[src/rtl/des_pkg.sv]
`default_nettype none

package des_pkg;

   // --------------------
   // table sizes and address map

   localparam int GATE_COUNT = 256;
   localparam int EDGE_COUNT = 1024;
   localparam int GATE_AW    = $clog2(GATE_COUNT);
   localparam int EDGE_AW    = $clog2(EDGE_COUNT);

   localparam logic [11:0] REG_CTRL_ADDR = 12'h000;

   // paddr[13:12] picks the region, the same code is used as the table select
   localparam logic [1:0] REGION_REG  = 2'd0;
   localparam logic [1:0] REGION_GATE = 2'd1;
   localparam logic [1:0] REGION_SPAN = 2'd2;
   localparam logic [1:0] REGION_EDGE = 2'd3;

   // --------------------
   // logic values, gates and tasks

   typedef enum logic [1:0] {LOGIC_0, LOGIC_1, LOGIC_X, LOGIC_Z} logic_val_t;

   typedef enum logic [2:0] {BUF, INV, NAND2, NOR2, AND2, OR2, XOR2, XNOR2} gate_t;

   typedef struct packed {
      logic [31:0] ts;      // time in [31:8], sequence field in [7:0]
      logic [11:0] locale;  // gate id
      logic        ttype;   // 0 is an input change, 1 is an output change
      logic [2:0]  args;    // input port in bit 2, logic value below it
   } task_t;

   typedef struct packed {
      logic [5:0]  seq;
      logic_val_t  out;
      logic_val_t  in0;
      logic_val_t  in1;
      logic        unused;
      gate_t       gate;
      logic [15:0] delay;
   } gate_rec_t;

   typedef struct packed {
      logic [15:0] span_end;
      logic [15:0] span_begin;
   } fanout_span_t;

   typedef struct packed {
      logic [17:0] unused_hi;
      logic [11:0] neighbor;
      logic        unused_lo;
      logic        port;
   } edge_t;

   // one APB word, seen through the view of the table it is written to
   typedef union packed {
      gate_rec_t    rec;
      fanout_span_t span;
      edge_t        fan_edge;
   } mem_word_u;

   typedef struct packed {
      logic        valid;
      logic [1:0]  sel;
      logic [9:0]  index;
      mem_word_u   word;
   } mem_wr_t;

endpackage

`default_nettype wire

[src/rtl/des_task_switch.sv]
`timescale 1ns/1ps
`default_nettype none

module des_task_switch import des_pkg::*; (
   input  logic  in_valid,
   output logic  in_ready,
   input  task_t in_task,
   output logic  gate_valid,
   input  logic  gate_ready,
   output task_t gate_task,
   output logic  fan_valid,
   input  logic  fan_ready,
   output task_t fan_task,
   input  logic  gate_res_valid,
   output logic  gate_res_ready,
   input  task_t gate_res_task,
   input  logic  fan_res_valid,
   output logic  fan_res_ready,
   input  task_t fan_res_task,
   output logic  out_valid,
   input  logic  out_ready,
   output task_t out_task,
   input  logic  clk,
   input  logic  rstn
);

   logic ptr;  // 0 favours the gate unit, 1 the fanout unit
   logic sel;

   // --------------------
   // dispatch by ttype
   assign gate_valid = in_valid && !in_task.ttype;
   assign fan_valid  = in_valid && in_task.ttype;
   assign gate_task  = in_task;
   assign fan_task   = in_task;
   assign in_ready   = in_task.ttype ? fan_ready : gate_ready;

   // --------------------
   // merge, the favoured source wins when it has something
   assign sel = (ptr ? fan_res_valid : gate_res_valid) ? ptr : !ptr;

   assign out_valid      = gate_res_valid || fan_res_valid;
   assign out_task       = sel ? fan_res_task : gate_res_task;
   assign gate_res_ready = out_ready && !sel;
   assign fan_res_ready  = out_ready && sel;

   always_ff @(posedge clk) begin
      if (!rstn) begin
         ptr <= 1'b0;
      end else if (out_valid) begin
         ptr <= out_ready ? !sel : sel;  // stay locked until the winner transfers
      end
   end

   a_out_hold : assert property (@(posedge clk) disable iff (!rstn)
      (out_valid && !out_ready) |=> (out_valid && $stable(out_task)));

endmodule

`default_nettype wire

[config.mk]
export PLATFORM = sky130hd
export DESIGN_NAME = des_task_switch
export DESIGN_NICKNAME = d
export VERILOG_FILES = /design/src/rtl/des_pkg.sv /design/src/rtl/des_task_switch.sv
export SDC_FILE = /design/constraint.sdc
export NUM_CORES = 1
export LEC_CHECK = 0
export BUFFER_PORTS_ARGS = -buffer_cell sky130_fd_sc_hd__buf_4
export CAP_MARGIN = 20
export CORE_AREA = 2 2 117 119
export DETAILED_ROUTE_END_ITERATION = 12
export DIE_AREA = 0 0 119 121
export GPL_TIMING_DRIVEN = 0
export PLACE_DENSITY = 0.45
export SYNTH_ARGS = -nofsm -noshare
export SYNTH_HDL_FRONTEND = slang
export SYNTH_SLANG_ARGS = --single-unit
[constraint.sdc]
create_clock -name clk -period 2 [get_ports clk]
set_clock_uncertainty 0.1 [all_clocks]
set_input_delay 0.5 -clock clk [delete_from_list [all_inputs] [get_ports clk]]
set_output_delay 0.5 -clock clk [all_outputs]
set_load 0.01 [all_outputs]
==> key figures <==
Route
  • # DRC: 0
  • DR WL/cell: roughly 11 um
  • DRT Pass-1 Iters: 2
  • Avg Vias per Cell: ~3.3
  • DR iter-0 viols: 15
  • Final antenna-violating net count: 0
  • Via count: 1,959
  • Total Wirelength: between 6000 and 7000 um

Global routing
  • Tot GR Track Use: around 7.3%
  • Largest net degree at the start of global routing: 11
  • Antenna violations before repair: 0
  • Vias in the first global route: roughly 1,900
  • GRT overflow: 0
  • Global-route wire length before repair: about 9000 um

Layout
  • Biggest registers after layout: ptr: 1 flops
  • Share of cells above drive strength 1: 98.6%
  • Top reg by flops: ptr
  • Fin nets: around 580
  • Cell area after layout: around 0.0042 mm^2
  • Largest register FFs: 1
  • Ant. Diodes: 0
  • Layout Cells excl Fill: ~600
  • Layout area overhead: 157%

Critical path
  • Startpoint types: input port
  • Reg2reg end: ptr
  • Worst r2r path cells: 7
  • Slowest-stage cell, CP: mux2_4
  • Setup slack, reg-to-reg: roughly 0.36 ns
  • CP Max Fanout: 6
  • Crit path kind: input port to output port
  • CP required: 1.40 ns
  • RR Startpoint: ptr
  • Worst setup EP type: output port
  • CP peak stage delay: 0.30 ns
  • CP Cell Sequence: buf_8, inv_4, mux2i_4, buf_12, clkbuf_16, mux2_4, buf_6
  • Worst EP arrival: 1.55 ns

Worst hold path
  • Hold path startpoint: ptr
  • Hold EP: ptr
  • Worst hold path class: register to register
  • Hold-critical path depth: 2

Outcome
  • Failing checks: negative setup slack
  • Outcome: finished, violations left

Timing
  • Final worst slack: -0.148 ns
  • RSZ-0062 raised after global routing: true
  • Slew at the pin with the worst max-slew slack: 0.193 ns
  • Final worst path period share: 107%
  • Minimum clock period: ~2.1 ns
  • Fmax: ~470 MHz
  • Hold Vio Cnt, Final: 0
  • Setup violations, final: 49
  • Slew Limit Fails: 0
  • Rel. slew slack: 86.9%
  • Hold slack: 0.475 ns

Floorplanning
  • DIE WIDTH: about 120 um
  • Initial Util: between 10% and 20%
  • Rows: 42
  • Area of the die: ~0.014 mm^2
  • Num ports: between 300 and 400
  • Core Box Area: about 0.013 mm^2
  • Die H: 121 um

Logic synthesis
  • Post-synth EDFFs: 0
  • Synth Flop Type: dfxtp_1
  • Leading area contributor after synthesis: buf_4
  • Most frequent cell after synthesis: buf_4
  • Synthesized area per cell: 10.1 um^2
  • Area share of the largest cell type after synthesis: around 45%
  • Syn Inst Count: around 160
  • Post-Syn Area: 0.00162 mm^2
  • Sequential area share after synthesis: between 1 and 1.5%
  • Seq cells post-synth: 1
  • Netlist cell types: 12
  • Synth Net Count: 315
  • Synth warn: 0
  • Top cells by area, synth: buf_4 45%, mux2_4 45%, buf_6 3.5%
  • Commonest cells post-synth: 96 x buf_4, 48 x mux2_4, 5 x buf_6
  • Asr flop ratio synth: 0%

Placement
  • Placed Instance Area: around 0.0037 mm^2
  • Dpl cells: roughly 600
  • Count of input and output buffers: ~250
  • Setup WS pre-CTS: -0.311 ns
  • GPL Wtd Cong: 0.669
  • Detailed placement HPWL: 5660 um

Pwr
  • Power per cell area: between 200 and 300 mW/mm^2
  • Leak: around 2.3 nW
  • Worst IR Drop VDD: between 0.00008 and 0.00009 V

Clock network
  • CTS clk-pin slew, worst paths: 0 ns
  • Hold_buf cts: 0
  • Clk_lat worst skew: 0 ns

Flow run
  • Max Cap Viol: 0
## where the power goes
group	internal (mW)	leakage (nW)	total [mW]	switching, mW
Combinational	0.830	2.32	1.21	0.378
Sequential	0.0226	0.00831	0.0252	0.00256
Clock	0	0	0	0
## cell families (layout without fill, tap and decap cells)
kind of cell,after synthesis,in the layout,share of synthesized area [%]
and+or+nand+nor,4,4,1.55
DFF,1,1,1.24
muxes,51,51,47.2
adders and majority gates,2,2,1.55
buffers and inverters,103,364,48.5
## through the flow
stage	util (%)	TNS (ns)	power [mW]
6_report	31.8	-6.10	1.23
5_1_grt	31.8	-8.31	1.30
4_1_cts	31.2	-6.19	1.21
3_5_place_dp	28.6	-14.14	1.06
3_3_place_gp	28.6	-13.74	1.06
2_1_floorplan	-	0	0.557
## worst max-delay path, delay by kind of cell
kind,cells,cell delay (ns)
mux,2,0.48
buf+inv,5,0.57
## metal layers
metal	track usage (%)	up-vias	routed length, um
met5	0	-	0
met4	0	0	0
met3	1.74	0	779
met2	15.3	154	3580
met1	7.76	847	2040
li1	-	958	-
## cell type report
class | instances | area (um^2)
inverters | 2 | 10.0
well taps | 176 | 220
flip-flops and latches | 1 | 20.0
multi-input cells | 57 | 827
repair buffers | 261 | 2260
plain buffers | 101 | 821
fillers | 1341 | 8920
## how the worst max path moves through the flow
| stage | from | to | slack (ns) |
|---|---|---|---|
| global route | gate_res_valid | out_task[13] | -0.19 |
| detailed placement | gate_res_valid | out_task[0] | -0.31 |
| floorplan | gate_res_valid | out_task[0] | 0.1 |
| finish | gate_res_valid | out_task[17] | -0.15 |
| CTS | gate_res_valid | out_task[35] | -0.16 |
| global placement | gate_res_valid | out_task[35] | -0.31 |
## timing repair
action	4_1_cts	5_1_grt
resized for setup	68	2
setup buffers	2	0
cloned	2	3
endpoints found under the hold margin	0	0
endpoints found under the setup margin	50	50
## cell usage in the layout (no fill, tap or decap)
| cell | synthesis | layout |
|---|---|---|
| buf_16 | 0 | 2 |
| mux2_2 | 1 | 1 |
| mux2i_1 | 1 | 1 |
| inv_2 | 0 | 1 |
| mux2i_4 | 1 | 1 |
| buf_12 | 0 | 6 |
| ha_4 | 0 | 1 |
| nor2b_1 | 2 | 2 |
| inv_4 | 0 | 1 |
| mux2_4 | 48 | 48 |
| ha_1 | 2 | 1 |
| buf_4 | 96 | 299 |
| or2_2 | 1 | 1 |
| dfxtp_1 | 1 | 1 |
| and2_1 | 1 | 1 |
| buf_8 | 0 | 1 |
| clkbuf_16 | 0 | 3 |
| buf_6 | 5 | 51 |
Note: power is estimated with default switching activity, not from simulation.
