[config.mk]
export PLATFORM = sky130hd
export DESIGN_NAME = des_cfg_regs
export DESIGN_NICKNAME = d
export VERILOG_FILES = /design/src/rtl/des_pkg.sv /design/src/rtl/des_cfg_regs.sv
export SDC_FILE = /design/constraint.sdc
export NUM_CORES = 1
export LEC_CHECK = 0
export BUFFER_PORTS_ARGS = -buffer_cell sky130_fd_sc_hd__buf_2
export CAP_MARGIN = 15
export CORE_AREA = 2 2 66 68
export CTS_BUF_LIST = sky130_fd_sc_hd__clkbuf_4 sky130_fd_sc_hd__clkbuf_8 sky130_fd_sc_hd__clkbuf_16
export CTS_CLUSTER_SIZE = 8
export DETAILED_ROUTE_END_ITERATION = 8
export DIE_AREA = 0 0 68 70
export PLACE_DENSITY = 0.66
export RECOVER_POWER = 50
export SYNTH_ARGS = -nofsm -noshare
export SYNTH_HDL_FRONTEND = slang
export SYNTH_SLANG_ARGS = --single-unit
[constraint.sdc]
create_clock -name clk -period 2.15 [get_ports clk]
set_clock_uncertainty 0.1 [all_clocks]
set_input_delay 0.645 -clock clk [delete_from_list [all_inputs] [get_ports clk]]
set_output_delay 0.645 -clock clk [all_outputs]
set_load 0.02 [all_outputs]
[src/rtl/des_pkg.sv]
`default_nettype none

package des_pkg;

   // --------------------
   // table sizes and address map

   localparam int GATE_COUNT = 256;
   localparam int EDGE_COUNT = 1024;
   localparam int GATE_AW    = $clog2(GATE_COUNT);
   localparam int EDGE_AW    = $clog2(EDGE_COUNT);

   localparam logic [11:0] REG_CTRL_ADDR = 12'h000;

   // paddr[13:12] picks the region, the same code is used as the table select
   localparam logic [1:0] REGION_REG  = 2'd0;
   localparam logic [1:0] REGION_GATE = 2'd1;
   localparam logic [1:0] REGION_SPAN = 2'd2;
   localparam logic [1:0] REGION_EDGE = 2'd3;

   // --------------------
   // logic values, gates and tasks

   typedef enum logic [1:0] {LOGIC_0, LOGIC_1, LOGIC_X, LOGIC_Z} logic_val_t;

   typedef enum logic [2:0] {BUF, INV, NAND2, NOR2, AND2, OR2, XOR2, XNOR2} gate_t;

   typedef struct packed {
      logic [31:0] ts;      // time in [31:8], sequence field in [7:0]
      logic [11:0] locale;  // gate id
      logic        ttype;   // 0 is an input change, 1 is an output change
      logic [2:0]  args;    // input port in bit 2, logic value below it
   } task_t;

   typedef struct packed {
      logic [5:0]  seq;
      logic_val_t  out;
      logic_val_t  in0;
      logic_val_t  in1;
      logic        unused;
      gate_t       gate;
      logic [15:0] delay;
   } gate_rec_t;

   typedef struct packed {
      logic [15:0] span_end;
      logic [15:0] span_begin;
   } fanout_span_t;

   typedef struct packed {
      logic [17:0] unused_hi;
      logic [11:0] neighbor;
      logic        unused_lo;
      logic        port;
   } edge_t;

   // one APB word, seen through the view of the table it is written to
   typedef union packed {
      gate_rec_t    rec;
      fanout_span_t span;
      edge_t        fan_edge;
   } mem_word_u;

   typedef struct packed {
      logic        valid;
      logic [1:0]  sel;
      logic [9:0]  index;
      mem_word_u   word;
   } mem_wr_t;

endpackage

`default_nettype wire

[src/rtl/des_cfg_regs.sv]
`timescale 1ns/1ps
`default_nettype none

module des_cfg_regs import des_pkg::*; (
   input  logic               clk,
   input  logic               rstn,
   input  logic               psel,
   input  logic               penable,
   input  logic               pwrite,
   input  logic [13:0]        paddr,
   input  logic [31:0]        pwdata,
   output logic               pready,
   output logic [31:0]        prdata,
   output logic               use_seq_number,
   output mem_wr_t            cfg_wr,
   input  logic               cfg_wr_busy,
   output logic               cfg_rd_valid,
   output logic [GATE_AW-1:0] cfg_rd_index,
   input  logic [31:0]        cfg_rd_data
);

   logic [1:0] region;
   logic [9:0] index;
   logic       access;
   logic       wr_blocked;
   logic       ctrl_hit;
   logic       rd_pending;  // gate record read issued, data arrives this cycle

   assign region     = paddr[13:12];
   assign index      = paddr[11:2];
   assign access     = psel && penable;
   assign ctrl_hit   = (region == REGION_REG) && (paddr[11:0] == REG_CTRL_ADDR);
   assign wr_blocked = (region == REGION_GATE) && cfg_wr_busy;

   // --------------------
   // table write path

   always_comb begin
      cfg_wr.valid = access && pwrite && (region != REGION_REG) && !wr_blocked;
      cfg_wr.sel   = region;
      cfg_wr.index = index;
      cfg_wr.word  = pwdata;
   end

   // --------------------
   // read path

   assign cfg_rd_valid = access && !pwrite && (region == REGION_GATE) && !rd_pending;
   assign cfg_rd_index = index[GATE_AW-1:0];

   always_comb begin
      if (pwrite) pready = !wr_blocked;
      else if (region == REGION_GATE) pready = rd_pending;
      else pready = 1'b1;
   end

   always_comb begin
      prdata = 32'd0;
      if (ctrl_hit) prdata = {31'd0, use_seq_number};
      else if (region == REGION_GATE) prdata = cfg_rd_data;
   end

   always_ff @(posedge clk) begin
      if (!rstn) begin
         rd_pending     <= 1'b0;
         use_seq_number <= 1'b1;
      end else begin
         if (cfg_rd_valid) rd_pending <= 1'b1;
         else if (access && pready) rd_pending <= 1'b0;
         if (access && pwrite && ctrl_hit) use_seq_number <= pwdata[0];
      end
   end

endmodule

`default_nettype wire

==> results.cfg <==
[timing]
whs_ns = 0.566
maxSlewViolCount = 0
fmaxAchievable_mhz = 439
period_share_pct = 106
tightestPinTransition_ns = 0.211
slew_headroom_pct = 85.9
rsz0062_at_grt = yes
hold_violations = 0
setup_ws_ns = -0.130
fin_crit_ns = 2.28
setup_viol = 20

[critical_path]
path_class = in2out
critPathLaunchType = primary input
crit_path_max_fanout = 2
critPathArrivalTime_ns = 1.54
endpoint_kind = output pin
worstReg2RegEnd = rd_pending
required_ns = 1.40
ff2ff_setup_slack_ns = 1.05
reg2reg_depth = 4
reg2reg_from = rd_pending

[outcome]
violations = setup timing
status = finished with violations

[cts]
cts_made_buffers = 3
path_clk_slew_ns = 0.03
cts.sinks = 2
cts.htree.levels = 1
root_buffer = clkbuf_8
clock_latency_ns = 0.21
cts_tree = done
clock_path_buffers = 2

[synth]
synth-seq-cells = 2
synth_edf_count = 0
seq_area_frac_synth_pct = 5.07
syn-num-nets = 194
postSynthCellCount = 110
synth_area_um2 = 790
yosys_warnings = 0
synth_top_cell_area_share_pct = 49.4
ys.flop_type = dfxtp_1
ys_types = 20
synth.avg_cell_area_um2 = 7.18
synthTopCellsByCount = 52 x buf_4, 31 x and2_1, 3 x clkbuf_1, 3 x nand2_1, 3 x nor4_1
synthArstFlopShare_pct = 0
synth_most_common_cell = buf_4
synth.area.top_cells = buf_4 49%, and2_1 25%, dfxtp_1 5.1%
yosysTopAreaCell = buf_4

[route]
ant_nets = 0
drc = 0
wire_per_inst_um = 13.6
dr_total_vias = 954
dr.pass1.iters = 4
avgViaCountPerCell = 4.06
wirelength_mm = 3.19
first_iter_violations = 13

[finish]
final_layout_size_suffix_gt1_share_pct = 88.5
nets = 269
final_util_pct = 37.6
fin_cells = 235
syn2layout_area_growth_pct = 97.1
diodes = 0

[worst_hold_path]
worstHoldStart = rd_pending
hold_path_class = reg2reg
holdPathEnd = rd_pending
whs_path_depth = 2

[global_routing]
grt_max_degree = 26
grt-ovfl-total = 0
grt_usage_pct = 10.3
grt_pass1_wl_mm = 3.86
grt_pass1_vias = 884
antenna_found_initial = 0

[job]
max_cap_viol_count = 0

[floorplanning]
die_w_um = 68
start_util_pct = 19.1
core_area_um2 = 4140
rows = 24
die_height_um = 70
dieArea_um2 = 4760
ios = 172

[power]
vdd_drop_max_uv = 93.8
leakagePower_nw = 0.843
p_per_area_nw_per_um2 = 305

[placement]
place.gp.congestion = 0.677
placed_cells = 225
portBuffers = 109
dp_hpwl_mm = 2.20
==> layout by cell type, fill, tap and decap left out <==
cell / synthesis / routed
buf_2: 0 / 72
a41oi_1: 1 / 1
buf_4: 52 / 11
and2_4: 0 / 29
a22o_1: 1 / 1
and2b_2: 0 / 1
buf_6: 0 / 37
and4_1: 1 / 1
and2_1: 31 / 2
a31oi_1: 1 / 1
buf_8: 0 / 1
nor4_4: 0 / 2
nor4b_4: 1 / 1
and2b_4: 1 / 1
inv_1: 1 / 1
o21ai_0: 1 / 1
nor2b_1: 2 / 2
clkbuf_16: 0 / 2
o21a_1: 2 / 2
nand2b_1: 1 / 1
and3_1: 1 / 1
a21oi_1: 1 / 1
nor4_2: 0 / 1
clkbuf_8: 0 / 3
nand2_1: 3 / 3
buf_12: 0 / 1
dfxtp_1: 2 / 2
nor2_1: 1 / 1
==> how the worst max path moves through the flow <==
stage,start,endpoint,slack [ns],cells past startpoint
floorplan,paddr[13],prdata[20],0.04,3
global placement,paddr[13],prdata[0],-0.29,5
detailed placement,paddr[13],prdata[0],-0.27,5
CTS,paddr[0],prdata[0],-0.14,5
global route,paddr[10],prdata[0],-0.23,5
finish,paddr[11],prdata[0],-0.13,5
==> metal layers <==
layer	track usage, %	wire (um)	share of wire [%]	up-vias
li1	-	-	-	447
met1	11.4	1090	34	451
met2	17.3	1760	55	44
met3	4.03	284	8.9	12
met4	4.22	57	1.8	0
met5	0	0	0	-
==> stage by stage <==
stage	instance area (um^2)	setup WS (ns)	power, W	setup TNS, ns
floorplan	790	0.0390	0.000247	0
global route	1560	-0.228	0.000500	-2.13
CTS	1380	-0.139	0.000438	-2.32
finish	1560	-0.130	0.000475	-1.12
global placement	1080	-0.294	0.000244	-2.84
detailed placement	1080	-0.268	0.000246	-3.45
==> final cells by class <==
cell class | count | area (um^2)
flip-flops and latches | 2 | 40.0
well taps | 52 | 65.1
multi-input cells | 53 | 462
inverters | 1 | 3.75
clock buffers | 3 | 41.3
fillers | 428 | 2590
repair buffers | 124 | 945
==> cell families (layout without fill, tap and decap cells) <==
group                  count (synthesis)  count (layout)  share of synthesized area [%]
AOI/OAI and AO/OA                      7               7                           6.18
buffers and inverters                 56             128                           51.3
DFF                                    2               2                           5.07
and+or+nand+nor                       45              46                           37.4
==> registers in the layout, summed over array words and instances (netlist names) <==
signal	count
rd_pending	1
use_seq_number	1
==> power by group <==
part           total (W)  internal (W)  switching (W)
Clock           0.000146      0.000118      0.0000274
Combinational   0.000291      0.000155       0.000136
Sequential     0.0000382     0.0000378    0.000000362
==> critical path, stage by stage <==
cell and delay (ns):
buf_6 0.10, nor4_4 0.27, and4_1 0.25, a22o_1 0.15, buf_6 0.12
==> timing repair <==
| action | CTS | global route |
|---|---|---|
| gates cloned | 0 | 4 |
| resized for setup | 72 | 35 |
| setup endpoints to repair | 32 | 32 |
| hold buffers | 0 | 0 |
| pin swaps | 8 | 28 |
| buffers inserted | 2 | 1 |
Power figures use the tool's default switching activity.
